**config.mk**
```make
export PLATFORM = sky130hd
export DESIGN_NAME = wave_combiner
export DESIGN_NICKNAME = d
export VERILOG_FILES = /design/src/verilog/wave_pkg.sv /design/src/verilog/wave_combiner.sv
export VERILOG_INCLUDE_DIRS = /design/src /design/src/include
export SDC_FILE = /design/constraint.sdc
export NUM_CORES = 1
export LEC_CHECK = 0
export BUFFER_PORTS_ARGS = -buffer_cell sky130_fd_sc_hd__buf_4
export CORE_ASPECT_RATIO = 1.75
export CORE_MARGIN = 2
export CORE_UTILIZATION = 35
export CTS_CLUSTER_DIAMETER = 60
export DETAILED_ROUTE_END_ITERATION = 7
export GPL_ROUTABILITY_DRIVEN = 0
export HOLD_SLACK_MARGIN = 0.06
export PLACE_DENSITY_LB_ADDON = 0.25
export SYNTH_ARGS = -nofsm -noshare
export SYNTH_HDL_FRONTEND = slang
export SYNTH_SLANG_ARGS = --single-unit
```
**constraint.sdc**
```tcl
create_clock -name pipe_clk -period 4.1 [get_ports pipe_clk]
set_input_delay 0.615 -clock pipe_clk [delete_from_list [all_inputs] [get_ports pipe_clk]]
set_output_delay 0.615 -clock pipe_clk [all_outputs]
set_load 0.01 [all_outputs]
```
**src/include/wave_macros.svh**
```systemverilog
`ifndef WAVE_MACROS_SVH
`define WAVE_MACROS_SVH

// Buffer geometry, 256 samples or 128 words per channel
`define WAVE_ADDR_BITS      8
`define WAVE_WORD_ADDR_BITS (`WAVE_ADDR_BITS - 1)

// Register byte offsets
`define REG_CTRL            4'h0
`define REG_LENGTH          4'h4
`define REG_STATUS          4'h8

// Control register fields
`define CTRL_PLAY           0
`define CTRL_WR_CH          1
`define CTRL_MODE_LO        2
`define CTRL_CLEAR          4

`endif
```
**src/verilog/wave_pkg.sv**
```systemverilog
`include "wave_macros.svh"

package wave_pkg;

    // One signed sample and the word that packs two of them
    typedef logic signed [15:0] sample_t;
    typedef logic [31:0] word_t;

    typedef logic [`WAVE_ADDR_BITS-1:0] sample_addr_t;
    typedef logic [`WAVE_WORD_ADDR_BITS-1:0] word_addr_t;

    typedef enum logic [1:0] {
        MODE_CH0  = 2'd0,
        MODE_CH1  = 2'd1,
        MODE_SUM  = 2'd2,
        MODE_MUTE = 2'd3
    } mode_t;

    typedef enum logic [1:0] {
        AXI_IDLE,
        AXI_WRESP,
        AXI_RDATA
    } axi_state_t;

endpackage

```
**src/verilog/wave_combiner.sv**
```systemverilog
`timescale 1ns/1ns

module wave_combiner (
    input  logic            pipe_clk,
    input  logic            reset,
    input  wave_pkg::word_t word0,
    input  wave_pkg::word_t word1,
    input  logic            valid_in,
    input  wave_pkg::mode_t mode,
    output wave_pkg::word_t wave,
    output logic            wave_valid
);

wave_pkg::word_t result;

// Signed add clamped to the 16-bit range
function automatic wave_pkg::sample_t sat_add(
    input wave_pkg::sample_t a,
    input wave_pkg::sample_t b
);
    logic signed [16:0] sum;
    sum = a + b;
    // Top two bits differ only on overflow
    if (sum[16] != sum[15]) begin
        return sum[16] ? 16'sh8000 : 16'sh7fff;
    end
    return sum[15:0];
endfunction

////////////////////
// Lane select

always_comb begin
    case (mode)
        wave_pkg::MODE_CH0: begin
            result = word0;
        end
        wave_pkg::MODE_CH1: begin
            result = word1;
        end
        wave_pkg::MODE_SUM: begin
            result[15:0]  = sat_add(word0[15:0], word1[15:0]);
            result[31:16] = sat_add(word0[31:16], word1[31:16]);
        end
        wave_pkg::MODE_MUTE: begin
            result = '0;
        end
        default: begin
            result = '0;
        end
    endcase
end

// Output register, one cycle behind the buffers
always_ff @(posedge pipe_clk) begin
    if (reset) begin
        wave       <= '0;
        wave_valid <= 1'b0;
    end else begin
        wave_valid <= valid_in;
        if (valid_in) begin
            wave <= result;
        end
    end
end

endmodule

```
==> qor.yml, run 1 <==
post_cts_buffers: 0
setup_tns_ns: 0
grt_antenna_before_repair: 0
synth_area_leaders: "dfxtp_1, ha_1, mux2i_1"
crit_fanout: 9
post-dp-hpwl_mm: 8.73
synth-adder-area-share_pct: 12.5
crit_chain: "buf_4 > ha_1 > inv_1 > fa_1 > nor2b_1 > o31ai_2 > a21boi_2 > o211ai_2 > a21oi_2 > o21bai_2 > a311oi_1"
pin_count: 102
fin_nets: 624
start_kind: "input port"
cp_top_family: "compound AO/OA/AOI/OAI gates"
initial_core_util_pct: 35.9
antenna_cells: 0
synth_seq_cells: 33
timing.slew.headroom_pct: 47.0
placed_cell_area_um2: 4340
core_um2: 9790
first_iter_violations: 122
grt_pass1_wl_mm: 17.7
min_period_over_period_pct: 74.2
synth_flop_cell: "dfxtp_1"
slew_viol_final: 0
layout-drive-gt1-share_pct: 24.3
yosysMostFrequentCell: "nor2_1"
power_density_nw_per_um2: 290
synth_compound_area_share_pct: 31.2
io_buffer_count: 101
cts_buffer_depth: 2
clock_sinks: 33
synth-async-reset-ratio_pct: 0
synth_cell_types: 71
synth_area_um2: 3510
yosysSeqAreaShare_pct: 18.8
grt_usage_pct: 20.7
wl_per_cell_um: 16.9
grt_max_degree: 36
hold_slack_ns: 0.466
slowest_stage: "a21oi_2"
cts_tree: "yes"
holdBufCountCts: 0
post_cts_resized: 0
fin_crit_ns: 3.04
synth_mux_area_share_pct: 10.3
dr.pass1.iters: 4
synth_xor_area_share_pct: 5.45
cp-end-kind: "register"
numCtsBuffers: 5
cts_htree_levels: 2
leakagePower_nw: 2.04
first_global_vias: 3806
worstPathArrival_ns: 3.23
slowest_delay_ns: 0.44
final_area_um2: 4490
dieArea_um2: 10900
final_cells: 647
vias: 3697
cts.clk_slew.worst_paths_ns: 0.06
status: "finished, final reports clean"
synth_edf_count: 0
rsz0062_at_grt: "no"
ant_nets: 0
viasPerCell: 5.71
fp-row-count: 48
drc: 0
cp.required_ns: 4.29
dp_cells: 639
areaGrowthSynthToFinish_pct: 28.0
synth_top_family_by_area: "compound AO/OA/AOI/OAI gates"
report.final.hold_viol_count: 0
hold_path_class: "register to register"
criticalPathCategory: "input port to register"
synthTopCellsByCount: "nor2_1, mux2i_1, dfxtp_1, ha_1, nand2_1"
tightestPinTransition_ns: 0.791
wl_mm: 10.9
max_cap_violations: 0
clock-root-buffer: "clkbuf_16"
setup_viol: 0
synth.largest_area_cell: "dfxtp_1"
yosysTopAreaCellShare_pct: 18.8
path_buf_inv: 2
die_w_um: 79.7
clock_latency_ns: 0.29
clock.fmax_mhz: 329
synth_simple_gate_area_share_pct: 17.6
grt_overflow: 0
synthCells: 432
yosysWarnings: 0
synth_nets: 535
die-height_um: 136
irDropWorstVdd_mv: 0.167
finClkSkew_ns: 0
total_power_mw: 1.30
syn_avg_cell_area_um2: 8.13
==> routing by layer <==
| metal | up-vias | GRT usage, % | routed length (um) |
|---|---|---|---|
| met2 | 94 | 42.9 | 6330 |
| met5 | - | 0 | 0 |
| li1 | 1835 | - | - |
| met3 | 23 | 2.37 | 362 |
| met1 | 1745 | 19.0 | 3850 |
| met4 | 0 | 9.96 | 390 |
==> stage by stage <==
stage | worst slack, ns | utilization, %
detailed placement | 0.764 | 44.4
finish | 1.06 | 45.9
floorplan | 1.35 | -
global placement | 0.892 | 44.4
CTS | 1.07 | 45.9
global route | 0.907 | 45.9
==> cell families after synthesis <==
group / count (synthesis)
multiplexers: 36
flip-flops: 33
XOR/XNOR: 21
buffers and inverters: 33
AO/OA/AOI/OAI: 149
AND/OR/NAND/NOR: 126
adder cells (fa/ha/maj): 34
==> state kept, by name (all words and copies together) (netlist names) <==
register / count
wave: 32
wave_valid: 1
==> cells in the final DEF (no fill, tap or decap), types with 6 or more instances in the layout <==
cell | synthesis | routed
a21oi_1 | 28 | 28
inv_1 | 12 | 12
a211oi_1 | 7 | 7
o21bai_1 | 6 | 6
dfxtp_1 | 33 | 33
nor2_1 | 40 | 40
o21a_1 | 6 | 6
nand2b_1 | 8 | 8
o221ai_1 | 15 | 15
xnor2_1 | 9 | 9
a311oi_1 | 6 | 6
buf_4 | 2 | 103
ha_1 | 32 | 32
nand3_1 | 9 | 9
nand2_1 | 29 | 29
o21ai_0 | 17 | 17
a21o_1 | 10 | 10
xor2_1 | 11 | 11
mux2i_1 | 36 | 36
nor3_1 | 12 | 12
==> tightest hold or removal path, delay by kind of cell (launching register included) <==
kind            cells  cell delay [ns]
flops               1             0.33
simple gates        1             0.05
compound gates      1             0.05
==> area by class of cell <==
| class | instances | area, um^2 |
|---|---|---|
| Sequential cell | 33 | 661 |
| Timing Repair Buffer | 103 | 773 |
| Tap cell | 125 | 156 |
| Clock inverter | 2 | 13.8 |
| Clock buffer | 6 | 139 |
| Multi-Input combinational cell | 366 | 2710 |
| Inverter | 12 | 45.0 |
| Fill cell | 993 | 5300 |
==> path summary, 6_finish.rpt <==
path,to,slack [ns],startpoint,depth (start not counted)
worst max-delay path,wave[28],1.06,word0[16],11
worst min-delay path,wave[5],0.47,wave[5],2
worst max register to register,wave[13],3.23,wave[13],4
worst min register to register,wave[5],0.47,wave[5],2
==> power breakdown <==
part	total, mW	internal, mW	switching, mW
clock	0.394	0.242	0.152
combinational	0.547	0.253	0.294
sequential	0.364	0.348	0.0155
Note: power is estimated with default switching activity, not from simulation.
==> inputs of run 2 (changes only) <==
Clock period 4.1 ns to 2.7 ns, I/O delays scaled along.
==> run 2 against run 1 <==
Effect of this change: non-clock buffer count up 50; combinational power up 71%; utilization up 3.9 points; first-iteration DRC count down 6.6%; sequential power up 52%; via count up 5.2%; cell area up 8.6%; critical path depth up 1; largest cell class unchanged; largest power group unchanged.
==> qor.yml, run 2 (synthesis results as in run 1) <==
die_w_um: 79.7  # unchanged
crit_chain: "buf_4 > ha_1 > fa_1 > a211oi_1 > buf_4 > o21a_1 > o2111ai_1 > a31oi_1 > xnor2_2 > buf_4 > nor2_1 > o221ai_1"
layout-drive-gt1-share_pct: 31.1  # +6.8 points
criticalPathCategory: "input port to register"
post-dp-hpwl_mm: 9.23  # +5.7%
first_global_vias: 4015  # +5.5%
fp-row-count: 48  # unchanged
antenna_cells: 0  # unchanged
fillers: 966  # -2.7%
dr.pass1.iters: 4  # unchanged
crit_top_cell: "buf_4"
tightestPinTransition_ns: 0.785  # -0.00629 ns
wl_per_cell_um: 16.4  # -2.9%
clock_sinks: 33  # unchanged
worstPathArrival_ns: 2.77  # -0.46 ns
grt_usage_pct: 21.4  # +0.69 points
wl_mm: 11.4  # +4.6%
largest_reg_flops: 32  # unchanged
timing.slew.headroom_pct: 47.7  # +0.68 points
layout_commonest_cell: "buf_4"
io_buffer_count: 101  # unchanged
combPwrFrac_pct: 45.6  # +3.7 points
seqPwrFrac_pct: 27.0  # -0.9 points
ant_nets: 0  # unchanged
cp.required_ns: 2.89  # -1.40 ns
regMostFlops: "wave"
cts_htree_levels: 2  # unchanged
setup_slack_ns: 0.120  # -0.937 ns
irDropWorstVdd_mv: 0.308  # +84%
areaGrowthSynthToFinish_pct: 39.0
p_int_mw: 1.34  # +59%
slowest_stage: "fa_1"
grt_pass1_wl_mm: 18.5  # +4.8%
numCtsBuffers: 5  # unchanged
vias: 3888  # +5.2%
placed_cell_area_um2: 4730  # +8.9%
regArea_um2: 661  # unchanged
grt_overflow: 0  # unchanged
core_um2: 9790  # unchanged
status: "finished, final reports clean"
utilization_pct: 49.9  # +3.9 points
finClkSkew_ns: 0  # unchanged
slew_viol_final: 0  # unchanged
leakagePower_nw: 2.28  # +12%
cts_tree: "yes"
crit_fanout: 10  # +1
report.final.hold_viol_count: 0  # unchanged
hold_path_class: "input port to register"
p_clk_share_pct: 27.5  # -2.7 points
final_cell_mix: "buf_4, nor2_1, mux2i_1"
cts_buffer_depth: 2  # unchanged
grt_max_degree: 30  # -17%
cts.clk_slew.worst_paths_ns: 0.06  # about the same
power_switching_share_pct: 35.0  # -0.34 points
initial_core_util_pct: 35.9  # unchanged
dieArea_um2: 10900  # unchanged
fin_crit_ns: 2.58
pre_cts_slack_ns: -0.146  # -0.911 ns
viasPerCell: 5.58  # -2.4%
clock-root-buffer: "clkbuf_16"
top_regs: "wave x32, wave_valid x1"
clock.fmax_mhz: 388
drc: 0  # unchanged
power_density_nw_per_um2: 422  # +45%
setup_viol: 0  # unchanged
fin_nets: 674  # +8.0%
switchingPower_mw: 0.721  # +56%
final_area_um2: 4880  # +8.6%
start_kind: "input port"
cp-end-kind: "register"
clock_latency_ns: 0.28  # about the same
first_iter_violations: 114  # -6.6%
min_period_over_period_pct: 95.5
max_cap_violations: 0  # unchanged
slowest_delay_ns: 0.42  # -0.02 ns
grt_antenna_before_repair: 0  # unchanged
multiInputGateArea_um2: 2720  # +0.32%
die-height_um: 136  # unchanged
pin_count: 102  # unchanged
## run 2: layout make-up
class / instances / area share [%]
Clock buffer: 5 / 2.56
Clock inverter: 3 / 0.359
Inverter: 12 / 0.923
Multi-Input combinational cell: 366 / 55.6
Sequential cell: 33 / 13.5
Tap cell: 125 / 3.20
Timing Repair Buffer: 153 / 23.8
## run 2: layer usage
layer | vias up | GRT usage, % | share of wire (%)
li1 | 1938 | - | -
met1 | 1808 | 20.0 | 35
met2 | 108 | 44.1 | 58
met3 | 34 | 2.44 | 3.4
met4 | 0 | 10.1 | 3.6
met5 | - | 0 | 0
## run 2: power groups by stage
| stage | registers, mW | logic [mW] | clock network (mW) |
|---|---|---|---|
| after global placement | 0.565 | 0.919 | 0 |
| final | 0.555 | 0.938 | 0.566 |
| after global routing | 0.559 | 1.03 | 0.604 |
| after CTS | 0.555 | 0.937 | 0.584 |
| after detailed placement | 0.565 | 0.933 | 0 |
| after floorplan | 0.578 | 0.532 | 0 |
## run 2: worst paths after layout
path | start | endpoint | slack (ns) | cells after the start
min reg2reg | wave[7] | wave[7] | 0.47 | 2
max | word0[0] | wave[8] | 0.12 | 12
min | reset | wave[24] | 0.44 | 2
max reg2reg | wave[13] | wave[13] | 1.80 | 4
## run 2: what timing repair did
action / CTS / global route
gates resized for setup: 0 / 2
hold endpoints to repair: 0 / 0
buffers inserted: 0 / 0
hold buffers: 0 / 0
setup endpoints to repair: 0 / 2
## run 2: worst max-delay path, delay by kind of cell
kind            cells  cell delay [ns]
xor+xnor            1             0.19
compound gates      5             0.97
simple gates        1             0.06
fa+ha+maj           2             0.63
buf+inv             3             0.51
## run 2: through the flow
stage	power (mW)	std cells	TNS, ns	hold slack, ns
after floorplan	1.11	432	0	0.499
after global placement	1.48	689	-1.43	0.446
after detailed placement	1.50	689	-2.23	0.453
after CTS	2.07	697	0	0.433
after global routing	2.19	697	-0.00863	0.460
final	2.06	697	0	0.441
