==> src/include/wave_macros.svh <==
`ifndef WAVE_MACROS_SVH
`define WAVE_MACROS_SVH

// Buffer geometry, 256 samples or 128 words per channel
`define WAVE_ADDR_BITS      8
`define WAVE_WORD_ADDR_BITS (`WAVE_ADDR_BITS - 1)

// Register byte offsets
`define REG_CTRL            4'h0
`define REG_LENGTH          4'h4
`define REG_STATUS          4'h8

// Control register fields
`define CTRL_PLAY           0
`define CTRL_WR_CH          1
`define CTRL_MODE_LO        2
`define CTRL_CLEAR          4

`endif
==> src/verilog/wave_pkg.sv <==
`include "wave_macros.svh"

package wave_pkg;

    // One signed sample and the word that packs two of them
    typedef logic signed [15:0] sample_t;
    typedef logic [31:0] word_t;

    typedef logic [`WAVE_ADDR_BITS-1:0] sample_addr_t;
    typedef logic [`WAVE_WORD_ADDR_BITS-1:0] word_addr_t;

    typedef enum logic [1:0] {
        MODE_CH0  = 2'd0,
        MODE_CH1  = 2'd1,
        MODE_SUM  = 2'd2,
        MODE_MUTE = 2'd3
    } mode_t;

    typedef enum logic [1:0] {
        AXI_IDLE,
        AXI_WRESP,
        AXI_RDATA
    } axi_state_t;

endpackage

==> src/verilog/wave_ctrl_regs.sv <==
`timescale 1ns/1ns
`include "wave_macros.svh"

module wave_ctrl_regs (
    input  logic                   pipe_clk,
    input  logic                   reset,
    // AXI4-Lite write side
    input  logic [3:0]             awaddr,
    input  logic                   awvalid,
    output logic                   awready,
    input  logic [31:0]            wdata,
    input  logic                   wvalid,
    output logic                   wready,
    output logic                   bvalid,
    input  logic                   bready,
    output logic [1:0]             bresp,
    // AXI4-Lite read side
    input  logic [3:0]             araddr,
    input  logic                   arvalid,
    output logic                   arready,
    output logic                   rvalid,
    input  logic                   rready,
    output logic [31:0]            rdata,
    output logic [1:0]             rresp,
    // Buffer status
    input  wave_pkg::sample_addr_t fill0,
    input  wave_pkg::sample_addr_t fill1,
    // Player control
    output logic                   play,
    output logic                   wr_channel,
    output wave_pkg::mode_t        mode,
    output wave_pkg::word_addr_t   loop_len,
    output logic                   clear
);

wave_pkg::axi_state_t state;
logic                 wr_take;
logic                 rd_take;
logic [31:0]          rd_mux;

////////////////////
// Handshake

// Write needs address and data together, and beats a read
assign wr_take = (state == wave_pkg::AXI_IDLE) && awvalid && wvalid;
assign rd_take = (state == wave_pkg::AXI_IDLE) && arvalid && !(awvalid && wvalid);

assign awready = wr_take;
assign wready  = wr_take;
assign arready = rd_take;

assign bvalid = (state == wave_pkg::AXI_WRESP);
assign rvalid = (state == wave_pkg::AXI_RDATA);

// Always OKAY
assign bresp = 2'b00;
assign rresp = 2'b00;

always_ff @(posedge pipe_clk) begin
    if (reset) begin
        state <= wave_pkg::AXI_IDLE;
    end else begin
        case (state)
            wave_pkg::AXI_IDLE: begin
                if (wr_take) begin
                    state <= wave_pkg::AXI_WRESP;
                end else if (rd_take) begin
                    state <= wave_pkg::AXI_RDATA;
                end
            end
            wave_pkg::AXI_WRESP: begin
                if (bready) begin
                    state <= wave_pkg::AXI_IDLE;
                end
            end
            wave_pkg::AXI_RDATA: begin
                if (rready) begin
                    state <= wave_pkg::AXI_IDLE;
                end
            end
            default: begin
                state <= wave_pkg::AXI_IDLE;
            end
        endcase
    end
end

////////////////////
// Registers

always_ff @(posedge pipe_clk) begin
    if (reset) begin
        play       <= 1'b0;
        wr_channel <= 1'b0;
        mode       <= wave_pkg::MODE_CH0;
        loop_len   <= '0;
        clear      <= 1'b0;
    end else begin
        // Clear is a pulse, never stored
        clear <= 1'b0;
        if (wr_take) begin
            case (awaddr)
                `REG_CTRL: begin
                    play       <= wdata[`CTRL_PLAY];
                    wr_channel <= wdata[`CTRL_WR_CH];
                    mode       <= wave_pkg::mode_t'(wdata[`CTRL_MODE_LO +: 2]);
                    clear      <= wdata[`CTRL_CLEAR];
                end
                `REG_LENGTH: begin
                    loop_len <= wdata[`WAVE_WORD_ADDR_BITS-1:0];
                end
                default: begin
                end
            endcase
        end
    end
end

////////////////////
// Read data

always_comb begin
    rd_mux = '0;
    case (araddr)
        `REG_CTRL: begin
            rd_mux[`CTRL_PLAY]          = play;
            rd_mux[`CTRL_WR_CH]         = wr_channel;
            rd_mux[`CTRL_MODE_LO +: 2]  = mode;
        end
        `REG_LENGTH: begin
            rd_mux[`WAVE_WORD_ADDR_BITS-1:0] = loop_len;
        end
        // Write pointers, channel 1 in the upper half
        `REG_STATUS: begin
            rd_mux[`WAVE_ADDR_BITS-1:0] = fill0;
            rd_mux[16 +: `WAVE_ADDR_BITS] = fill1;
        end
        default: begin
        end
    endcase
end

always_ff @(posedge pipe_clk) begin
    if (rd_take) begin
        rdata <= rd_mux;
    end
end

endmodule

==> config.mk <==
export PLATFORM = sky130hd
export DESIGN_NAME = wave_ctrl_regs
export DESIGN_NICKNAME = d
export VERILOG_FILES = /design/src/verilog/wave_pkg.sv /design/src/verilog/wave_ctrl_regs.sv
export VERILOG_INCLUDE_DIRS = /design/src /design/src/include
export SDC_FILE = /design/constraint.sdc
export NUM_CORES = 1
export LEC_CHECK = 0
export BUFFER_PORTS_ARGS = -buffer_cell sky130_fd_sc_hd__buf_4
export CORE_UTILIZATION = 43
export DETAILED_ROUTE_END_ITERATION = 7
export GPL_TIMING_DRIVEN = 0
export PLACE_DENSITY = 0.85
export SYNTH_ARGS = -nofsm -noshare
export SYNTH_HDL_FRONTEND = slang
export SYNTH_SLANG_ARGS = --single-unit
==> constraint.sdc <==
create_clock -name pipe_clk -period 2.95 [get_ports pipe_clk]
set_input_delay 0.4425 -clock pipe_clk [delete_from_list [all_inputs] [get_ports pipe_clk]]
set_output_delay 0.4425 -clock pipe_clk [all_outputs]
set_load 0.005 [all_outputs]
==> results of run 1 <==
power by group through the flow:
stage          sequential, mW  clock (mW)  combinational, mW
6_report                0.464       0.211              0.149
5_1_grt                 0.467       0.238              0.167
4_1_cts                 0.464       0.220              0.151
3_5_place_dp            0.474           0              0.150
3_3_place_gp            0.474           0              0.145
2_1_floorplan           0.475           0             0.0685
layout make-up:
class,count,area share [%]
Clock inverter,3,0.504
Buffer,27,8.51
Clock buffer,5,1.68
Tap cell,46,2.57
Multi-Input combinational cell,104,29.1
Timing Repair Buffer,69,23.3
Inverter,1,0.280
Sequential cell,30,34.0
flip-flops by register name, indices dropped and copies added, names as in the netlist:
| signal | cells |
|---|---|
| state | 2 |
| mode | 2 |
| rdata | 16 |
| clear | 1 |
| play | 1 |
| wr_channel | 1 |
| loop_len | 7 |
cell usage in the layout (no fill, tap or decap), types with 4 or more instances in the layout:
cell type and n:
nand2b_1 16, dfxtp_1 14, nand2_1 5, nand3_1 4
o21ai_0 4, clkbuf_4 5, buf_4 89, and2_1 9
mux2i_1 11, edfxtp_1 16, conb_1 20, a21oi_1 8
nor2_1 4
per-stage QoR:
stage / TNS, ns / hold slack (ns) / cells / worst slack (ns)
2_1_floorplan: 0 / 0.456 / 162 / 0.721
3_3_place_gp: -0.0452 / 0.480 / 276 / -0.0452
3_5_place_dp: 0 / 0.492 / 277 / 1.04
4_1_cts: 0 / 0.370 / 285 / 0.974
5_1_grt: 0 / 0.363 / 285 / 0.909
6_report: 0 / 0.381 / 285 / 1.03
Yosys cell counts (2+ instances only):
master / n
and2b_2: 2
or2_2: 3
nand2b_1: 16
a22oi_1: 3
mux2i_1: 11
a21oi_1: 8
clkbuf_1: 3
buf_4: 21
nand3_1: 4
nand2_1: 5
dfxtp_1: 14
o21ai_0: 4
nor3_1: 3
nor2b_1: 2
edfxtp_1: 16
nor2_1: 4
and2_1: 9
kinds of logic (layout without fill, tap and decap cells):
kind of cell,count (synthesis),after routing,share of synthesized area [%]
AND/OR/NAND/NOR,56,56,23.6
AO/OA/AOI/OAI,17,17,6.45
multiplexers,11,11,7.19
other,1,20,0.245
buffers and inverters,28,105,12.8
flip-flops,30,30,49.7
layer usage:
metal	global-route usage, %	part of all wire (%)
met5	0	0
met3	7.35	10
met4	5.71	1.5
met1	19.7	40
met2	28.3	49
worst max path at each step:
stage,start,to
6_report,state[1],arready
5_1_grt,state[1],arready
4_1_cts,state[1],arready
3_5_place_dp,wvalid,arready
3_3_place_gp,wvalid,arready
2_1_floorplan,wvalid,arready
worst register-to-register path: stages (launching register included):
cell,delay (ns)
dfxtp_1,0.36
nor3_2,0.58
buf_6,0.23
==> results.yml, run 1 <==
power:
  power.density_nw_per_um2: 369
  pwr-share-clk_pct: 25.6
  finalPower_mw: 0.825
  p_sw_mw: 0.191
  seqPwrFrac_pct: 56.3
  swShare_pct: 23.1
  p_leak_nw: 1.03
  irDropWorstVdd_uv: 199
  p_int_mw: 0.634
  comb_power_share_pct: 18.1
grt:
  antenna_found_initial: 0
  grt_usage_pct: 17.0
  grt_max_degree: 11
  grt_first_pass_wirelength_um: 4620
  grt_overflow: 0
  grt_pass1_vias: 1061
flow_run:
  max_cap_viol_count: 0
placed_design:
  routabilityCongestion: 0.777
  dp_hpwl_um: 2550
  placed_cell_area_um2: 2190
  io_buffers: 68
critical_path:
  crit_chain: "nor3_2, buf_4"
  regToRegEndpoint: "rdata[23]"
  r2r-start: "state[1]"
  worstSetupPathType: "reg -> out"
  critPathMaxFanout: 9
  cp-start-kind: "register"
  path_delay_family: "simple AND/OR/NAND/NOR gates"
  worst_ep_arrival_time_ns: 1.48
  required_ns: 2.51
  cp_num_cells: 2
  cpPeakStageDelay_ns: 0.58
  cp_num_buf_inv: 1
  cp_slowest_cell: "nor3_2"
  endpoint_kind: "output pin"
  r2r_setup_slack_ns: 1.50
  r2r.worst_path.cells: 2
die:
  die_w_um: 61.7
  die-area_um2: 3800
  die_y_um: 61.7
  start_util_pct: 45.5
  io_pins: 116
  core-area_um2: 3360
  num_rows: 21
min_path:
  whs_endpoint: "mode[0]"
  worstHoldStart: "wdata[2]"
  hold_class: "in -> reg"
  hold_depth: 3
timing:
  fmax_mhz: 520
  finalMaxSlewViolations: 0
  fin_crit_ns: 1.92
  rsz0062_at_grt: "no"
  finClkSkew_ns: 0.00944
  finalHoldViolCount: 0
  worst_slew_pin_slew_ns: 0.705
  min_period_over_period_pct: 65.2
  slew-limit-headroom_pct: 52.6
  final-setup-viol-count: 0
layout:
  final-seq-area_um2: 761
  syn_to_final_growth_pct: 46.0
  post-route-util_pct: 66.5
  diodes: 0
  fillers: 302
  drive_gt1_share_pct: 45.6
  multi_input_area_um2: 651
  fin_nets: 301
  design_area_um2: 2240
cts:
  clk_pin_slew_worst_paths_ns: 0.09
  clock_latency_ns: 0.32
  postCtsHoldBufs: 0
  cts.repair.resized: 0
  numClockSinks: 30
  numCtsBuffers: 5
  cts_root_buf: "clkbuf_4"
  clock_tree.buffer_depth: 2
  h-tree-depth: 2
  postCtsSetupBuffers: 0
  cts_tree: "built"
logic_synthesis:
  synth-seq-cells: 30
  synth_warnings: 0
  synth_top_flop_cell: "edfxtp_1"
  ys_async_sr_fraction_pct: 0
  synth_area_um2: 1530
  yosysSeqAreaShare_pct: 49.7
  synthCells: 143
  ys_types: 32
  synth_top_area_share_pct: 31.4
  avgSynthCellArea_um2: 10.7
  synth_edf_count: 16
  synth.largest_area_cell: "edfxtp_1"
  synthTopCellsByArea: "edfxtp_1 31%, dfxtp_1 18%, buf_4 10%"
route:
  firstDrtPassIters: 4
  wire_per_inst_um: 10.8
  drt_wl_total_um: 3060
  drt-vias-per-instance: 4.37
  drc_errors: 0
  vias: 1245
  drtIter0Drc: 25
  ant_nets: 0
outcome:
  status: "finished, final reports clean"
(Power assumes the default switching activity.)
==> run 2, diff against run 1 <==
--- a/config.mk
+++ b/config.mk
@@ -7,10 +7,10 @@
 export NUM_CORES = 1
 export LEC_CHECK = 0
 export BUFFER_PORTS_ARGS = -buffer_cell sky130_fd_sc_hd__buf_4
-export CORE_UTILIZATION = 43
+export CORE_UTILIZATION = 36
 export DETAILED_ROUTE_END_ITERATION = 7
 export GPL_TIMING_DRIVEN = 0
-export PLACE_DENSITY = 0.85
+export PLACE_DENSITY = 0.76
 export SYNTH_ARGS = -nofsm -noshare
 export SYNTH_HDL_FRONTEND = slang
 export SYNTH_SLANG_ARGS = --single-unit
==> constraint.sdc (replaced) <==
create_clock -name pipe_clk -period 1.7 [get_ports pipe_clk]
set_input_delay 0.255 -clock pipe_clk [delete_from_list [all_inputs] [get_ports pipe_clk]]
set_output_delay 0.255 -clock pipe_clk [all_outputs]
set_load 0.005 [all_outputs]
==> run 2 against run 1 <==
  * Sequential share of layout area fell by 0.62 points
  * Die area rose by 19%
  * Global-route usage fell by 2.5 points
  * Non-clock buffer count did not move
  * Power rose by 93%
  * Critical path depth rose by 2
  * Combinational power rose by 77%
  * Sequential power rose by 74%
  * Critical endpoint is now wready
  * Largest cell class unchanged
==> results.yml, run 2 (same netlist as run 1, synthesis figures left out) <==
outcome:
  status: "finished, final reports clean"
placed_design:
  placed_cell_area_um2: 2180
  placed_cells: 280
  place_ws_ns: -0.272
  dp_hpwl_um: 2680
  routabilityCongestion: 0.741
  io_buffers: 68
timing:
  rsz0062_at_grt: "no"
  fin_crit_ns: 1.56
  tns_ns: 0
  worst_slew_pin_slew_ns: 0.694
  min_period_over_period_pct: 92.0
  finClkSkew_ns: 0.00464
  finalHoldViolCount: 0
  setup_ws_ns: 0.136
  final-setup-viol-count: 0
  fmax_mhz: 640
  slew-limit-headroom_pct: 53.3
  holdWs_ns: 0.245
  finalMaxSlewViolations: 0
power:
  irDropWorstVdd_uv: 237
  comb_power_share_pct: 16.6
  p_int_mw: 1.24
  power.density_nw_per_um2: 699
  p_leak_nw: 1.05
  p_sw_mw: 0.354
  swShare_pct: 22.3
  seqPwrFrac_pct: 50.8
  finalPower_mw: 1.59
  pwr-share-clk_pct: 32.7
grt:
  grt_pass1_vias: 1039
  grt_overflow: 0
  grt_first_pass_wirelength_um: 4810
  grt_usage_pct: 14.6
  grt_max_degree: 17
  antenna_found_initial: 0
layout:
  largestRegisters: "rdata x16, loop_len x7"
  final-seq-area_um2: 761
  largest_register_ff_count: 16
  multi_input_area_um2: 657
  diodes: 0
  fillers: 379
  final_common_cell: "buf_4"
  largest-register: "rdata"
  fin_nets: 301
  post-route-util_pct: 56.5
  design_area_um2: 2280
  final_cell_mix: "90 x buf_4, 20 x conb_1, 16 x nand2b_1, 16 x edfxtp_1, 14 x dfxtp_1"
  layout.cells.non_filler: 289
  syn_to_final_growth_pct: 48.7
  drive_gt1_share_pct: 46.4
die:
  core-area_um2: 4030
  die_y_um: 67.2
  start_util_pct: 38.0
  die-area_um2: 4520
  die_w_um: 67.2
  num_rows: 23
  io_pins: 116
critical_path:
  cp_num_buf_inv: 3
  worstSetupPathType: "reg -> out"
  endpoint_kind: "output pin"
  cpPeakStageDelay_ns: 0.36
  required_ns: 1.44
  cp-start-kind: "register"
  cp_slowest_cell: "dfxtp_1"
  crit_chain: "nand4bb_4, inv_4, buf_4, buf_4"
  path_delay_family: "flip-flops"
  cp_common_cell: "buf_4"
  critPathMaxFanout: 8
  worst_ep_arrival_time_ns: 1.31
cts:
  cts_tree: "built"
  clk_pin_slew_worst_paths_ns: 0.06
  cts_root_buf: "clkbuf_8"
  clock_latency_ns: 0.27
  numClockSinks: 30
  clock_tree.buffer_depth: 2
  postCtsHoldBufs: 0
  numCtsBuffers: 5
  h-tree-depth: 2
route:
  drtIter0Drc: 78
  drt-vias-per-instance: 4.39
  drt_wl_total_um: 3360
  wire_per_inst_um: 11.6
  vias: 1268
  drc_errors: 0
  ant_nets: 0
  firstDrtPassIters: 4
flow_run:
  max_cap_viol_count: 0
min_path:
  hold_class: "in -> reg"
-- run 2: cell types whose count changed in the layout (fill, tap and decap cells not counted) --
cell / before / now
clkinv_2: 0 / 2
buf_6: 2 / 1
clkinv_1: 3 / 0
clkbuf_4: 5 / 0
nor3_4: 0 / 1
nor3_2: 1 / 0
clkbuf_1: 3 / 4
buf_4: 89 / 90
clkbuf_8: 0 / 5
-- run 2: area by class of cell --
| cell class | count | share of cell area, % |
|---|---|---|
| well taps | 50 | 2.75 |
| clock buffers | 6 | 3.19 |
| plain buffers | 27 | 8.35 |
| multi-input cells | 104 | 28.8 |
| inverters | 1 | 0.275 |
| repair buffers | 69 | 22.7 |
| flip-flops and latches | 30 | 33.4 |
| clock inverters | 2 | 0.440 |
-- run 2: timing repair --
action	in CTS	in global routing
setup buffers	1	0
endpoints found under the setup margin	17	0
resized for setup	1	0
endpoints found under the hold margin	0	0
-- run 2: tightest hold or removal path, cell delays in order --
cell	delay [ns]
buf_4	0.07
nand2b_1	0.08
a21oi_1	0.05
-- run 2: layer usage --
| layer | part of all wire (%) | GRT usage (%) |
|---|---|---|
| met4 | 0.66 | 4.79 |
| met3 | 11 | 6.42 |
| met1 | 41 | 17.9 |
| met2 | 47 | 22.6 |
| met5 | 0 | 0 |
-- run 2: power by group through the flow --
stage	Clock, mW	Combinational (mW)	Sequential [mW]
floorplan	0	0.120	0.825
global placement	0	0.254	0.822
detailed placement	0	0.258	0.824
CTS	0.539	0.264	0.809
global route	0.566	0.288	0.811
finish	0.520	0.264	0.808
-- run 2: path summary, 6_finish.rpt --
| kind | slack (ns) | cells after the start | from | end |
|---|---|---|---|---|
| min | 0.25 | 3 | bready | state[0] |
| min reg2reg | 0.50 | 2 | loop_len[2] | loop_len[2] |
| max reg2reg | 0.32 | 5 | state[0] | loop_len[2] |
| max | 0.14 | 4 | state[0] | wready |
==> run 3, diff against run 2 <==
--- a/config.mk
+++ b/config.mk
@@ -11,6 +11,7 @@
 export DETAILED_ROUTE_END_ITERATION = 7
 export GPL_TIMING_DRIVEN = 0
 export PLACE_DENSITY = 0.76
+export SETUP_SLACK_MARGIN = 0.3
 export SYNTH_ARGS = -nofsm -noshare
 export SYNTH_HDL_FRONTEND = slang
 export SYNTH_SLANG_ARGS = --single-unit
==> run 3 against run 2 <==
  * Clock power up 9.8%
  * Fmax up 11%
  * Clock skew up 0.0014 ns
  * Sequential cell count unchanged
  * First-iteration DRC count down 18%
  * Global-route usage up 1.6 points
  * Die area unchanged
  * Utilization up 1.1 points
  * Largest cell class unchanged
  * Largest power group unchanged
  * Highest routed layer unchanged
==> results.yml, run 3 (same netlist as run 1, synthesis figures left out) <==
outcome:
  status: "finished, final reports clean"
timing:
  fin_crit_ns: 1.40
  min_period_over_period_pct: 82.6
  worst_slew_pin_slew_ns: 0.669
  slew-limit-headroom_pct: 55.0
  fmax_mhz: 712
  finClkSkew_ns: 0.00606
  final-setup-viol-count: 0
  finalHoldViolCount: 0
  setup_ws_ns: 0.296
  holdWs_ns: 0.230
  finalMaxSlewViolations: 0
  tns_ns: 0
  rsz0062_at_grt: "yes"
route:
  vias: 1273
  drt-vias-per-instance: 4.36
  dr_wl_met2_um: 1600
  drt_wl_total_um: 3420
  wl_met1_um: 1400
  ant_nets: 0
  met3_length_um: 362
  drc_errors: 0
  top_layer_used: "met4"
  wire_per_inst_um: 11.7
  firstDrtPassIters: 4
  drtIter0Drc: 64
grt:
  grt_first_pass_wirelength_um: 5270
  grt_overflow: 0
  antenna_found_initial: 0
  grt_max_degree: 17
  grt_usage_pct: 16.1
  grt_pass1_vias: 1088
power:
  power.density_nw_per_um2: 712
  irDropWorstVdd_uv: 329
  comb_power_share_pct: 16.6
  seqPwrFrac_pct: 48.8
  finalPower_mw: 1.65
  swShare_pct: 21.8
  p_sw_mw: 0.359
  p_int_mw: 1.29
  p_leak_nw: 1.07
  pwr-share-clk_pct: 34.5
die:
  core-area_um2: 4030
  die_w_um: 67.2
  io_pins: 116
  die-area_um2: 4520
  num_rows: 23
  start_util_pct: 38.0
  die_y_um: 67.2
cts:
  numCtsBuffers: 5
  numClockSinks: 30
  h-tree-depth: 2
  cts_root_buf: "clkbuf_8"
  clock_latency_ns: 0.27
  postCtsHoldBufs: 0
  clock_tree.buffer_depth: 2
  cts_tree: "built"
  clk_pin_slew_worst_paths_ns: 0.06
placed_design:
  io_buffers: 68
  place_ws_ns: 0.0868
  routabilityCongestion: 0.710
  dp_hpwl_um: 2650
  placed_cells: 280
  placed_cell_area_um2: 2190
layout:
  layout.cells.non_filler: 292
  final-seq-area_um2: 766
  fin_nets: 304
  multi_input_area_um2: 657
  final_common_cell: "buf_4"
  syn_to_final_growth_pct: 51.5
  largestRegisters: "rdata x16, loop_len x7"
  largest_register_ff_count: 16
  post-route-util_pct: 57.6
  final_cell_mix: "91 x buf_4, 20 x conb_1, 16 x nand2b_1, 16 x edfxtp_1, 12 x dfxtp_1"
  design_area_um2: 2320
  drive_gt1_share_pct: 47.5
  largest-register: "rdata"
  fillers: 370
  diodes: 0
critical_path:
  endpoint_kind: "output pin"
  critPathMaxFanout: 5
  cp_slowest_cell: "dfxtp_4"
  worstSetupPathType: "reg -> out"
  cp-start-kind: "register"
  cp_common_cell: "buf_6"
  cpPeakStageDelay_ns: 0.34
  crit_chain: "nand4bb_4, inv_4, buf_6, buf_6"
  worst_ep_arrival_time_ns: 1.15
  required_ns: 1.44
flow_run:
  max_cap_viol_count: 0
min_path:
  hold_class: "in -> reg"
## run 3: changes by cell type in the layout (fill, tap and decap cells not counted), sizes merged
cell    previous run  this run
buf               92        95
clkinv             2         0
clkbuf            10        12
## run 3: final timing paths
kind | startpoint | slack, ns | depth (start not counted) | end
setup / recovery | state[1] | 0.30 | 4 | wready
hold / removal | bready | 0.23 | 3 | state[0]
setup reg to reg | state[1] | 0.33 | 6 | loop_len[0]
hold reg to reg | state[0] | 0.48 | 1 | state[1]
## run 3: final cells by class
| type | count | area share (%) |
|---|---|---|
| Tap cell | 50 | 2.70 |
| Sequential cell | 30 | 33.0 |
| Multi-Input combinational cell | 104 | 28.3 |
| Inverter | 1 | 0.270 |
| Buffer | 27 | 8.36 |
| Clock buffer | 8 | 3.88 |
| Timing Repair Buffer | 72 | 23.5 |
## run 3: critical path, delay by kind of cell (launching register included)
kind	cells	cell delay (ns)
AND/OR/NAND/NOR	1	0.25
flip-flops	1	0.34
buffers and inverters	3	0.28
## run 3: repair_timing
| action | CTS | global route |
|---|---|---|
| hold endpoints to repair | 0 | 0 |
| buffers inserted | 4 | 0 |
| resized for setup | 5 | 0 |
| pin swaps | 2 | 0 |
| endpoints found under the setup margin | 19 | 7 |
## run 3: power by group through the flow
stage                     clock network (mW)  registers [mW]  logic [mW]
final                                  0.571           0.806       0.275
after global routing                   0.618           0.809       0.303
after CTS                              0.584           0.807       0.276
after detailed placement                   0           0.825       0.258
after global placement                     0           0.824       0.255
after floorplan                            0           0.826       0.121
## run 3: metal layers
metal	vias to the layer above	GRT usage [%]
met5	-	0
met4	0	7.98
met3	4	6.42
met2	69	25.8
met1	554	18.7
li1	646	-
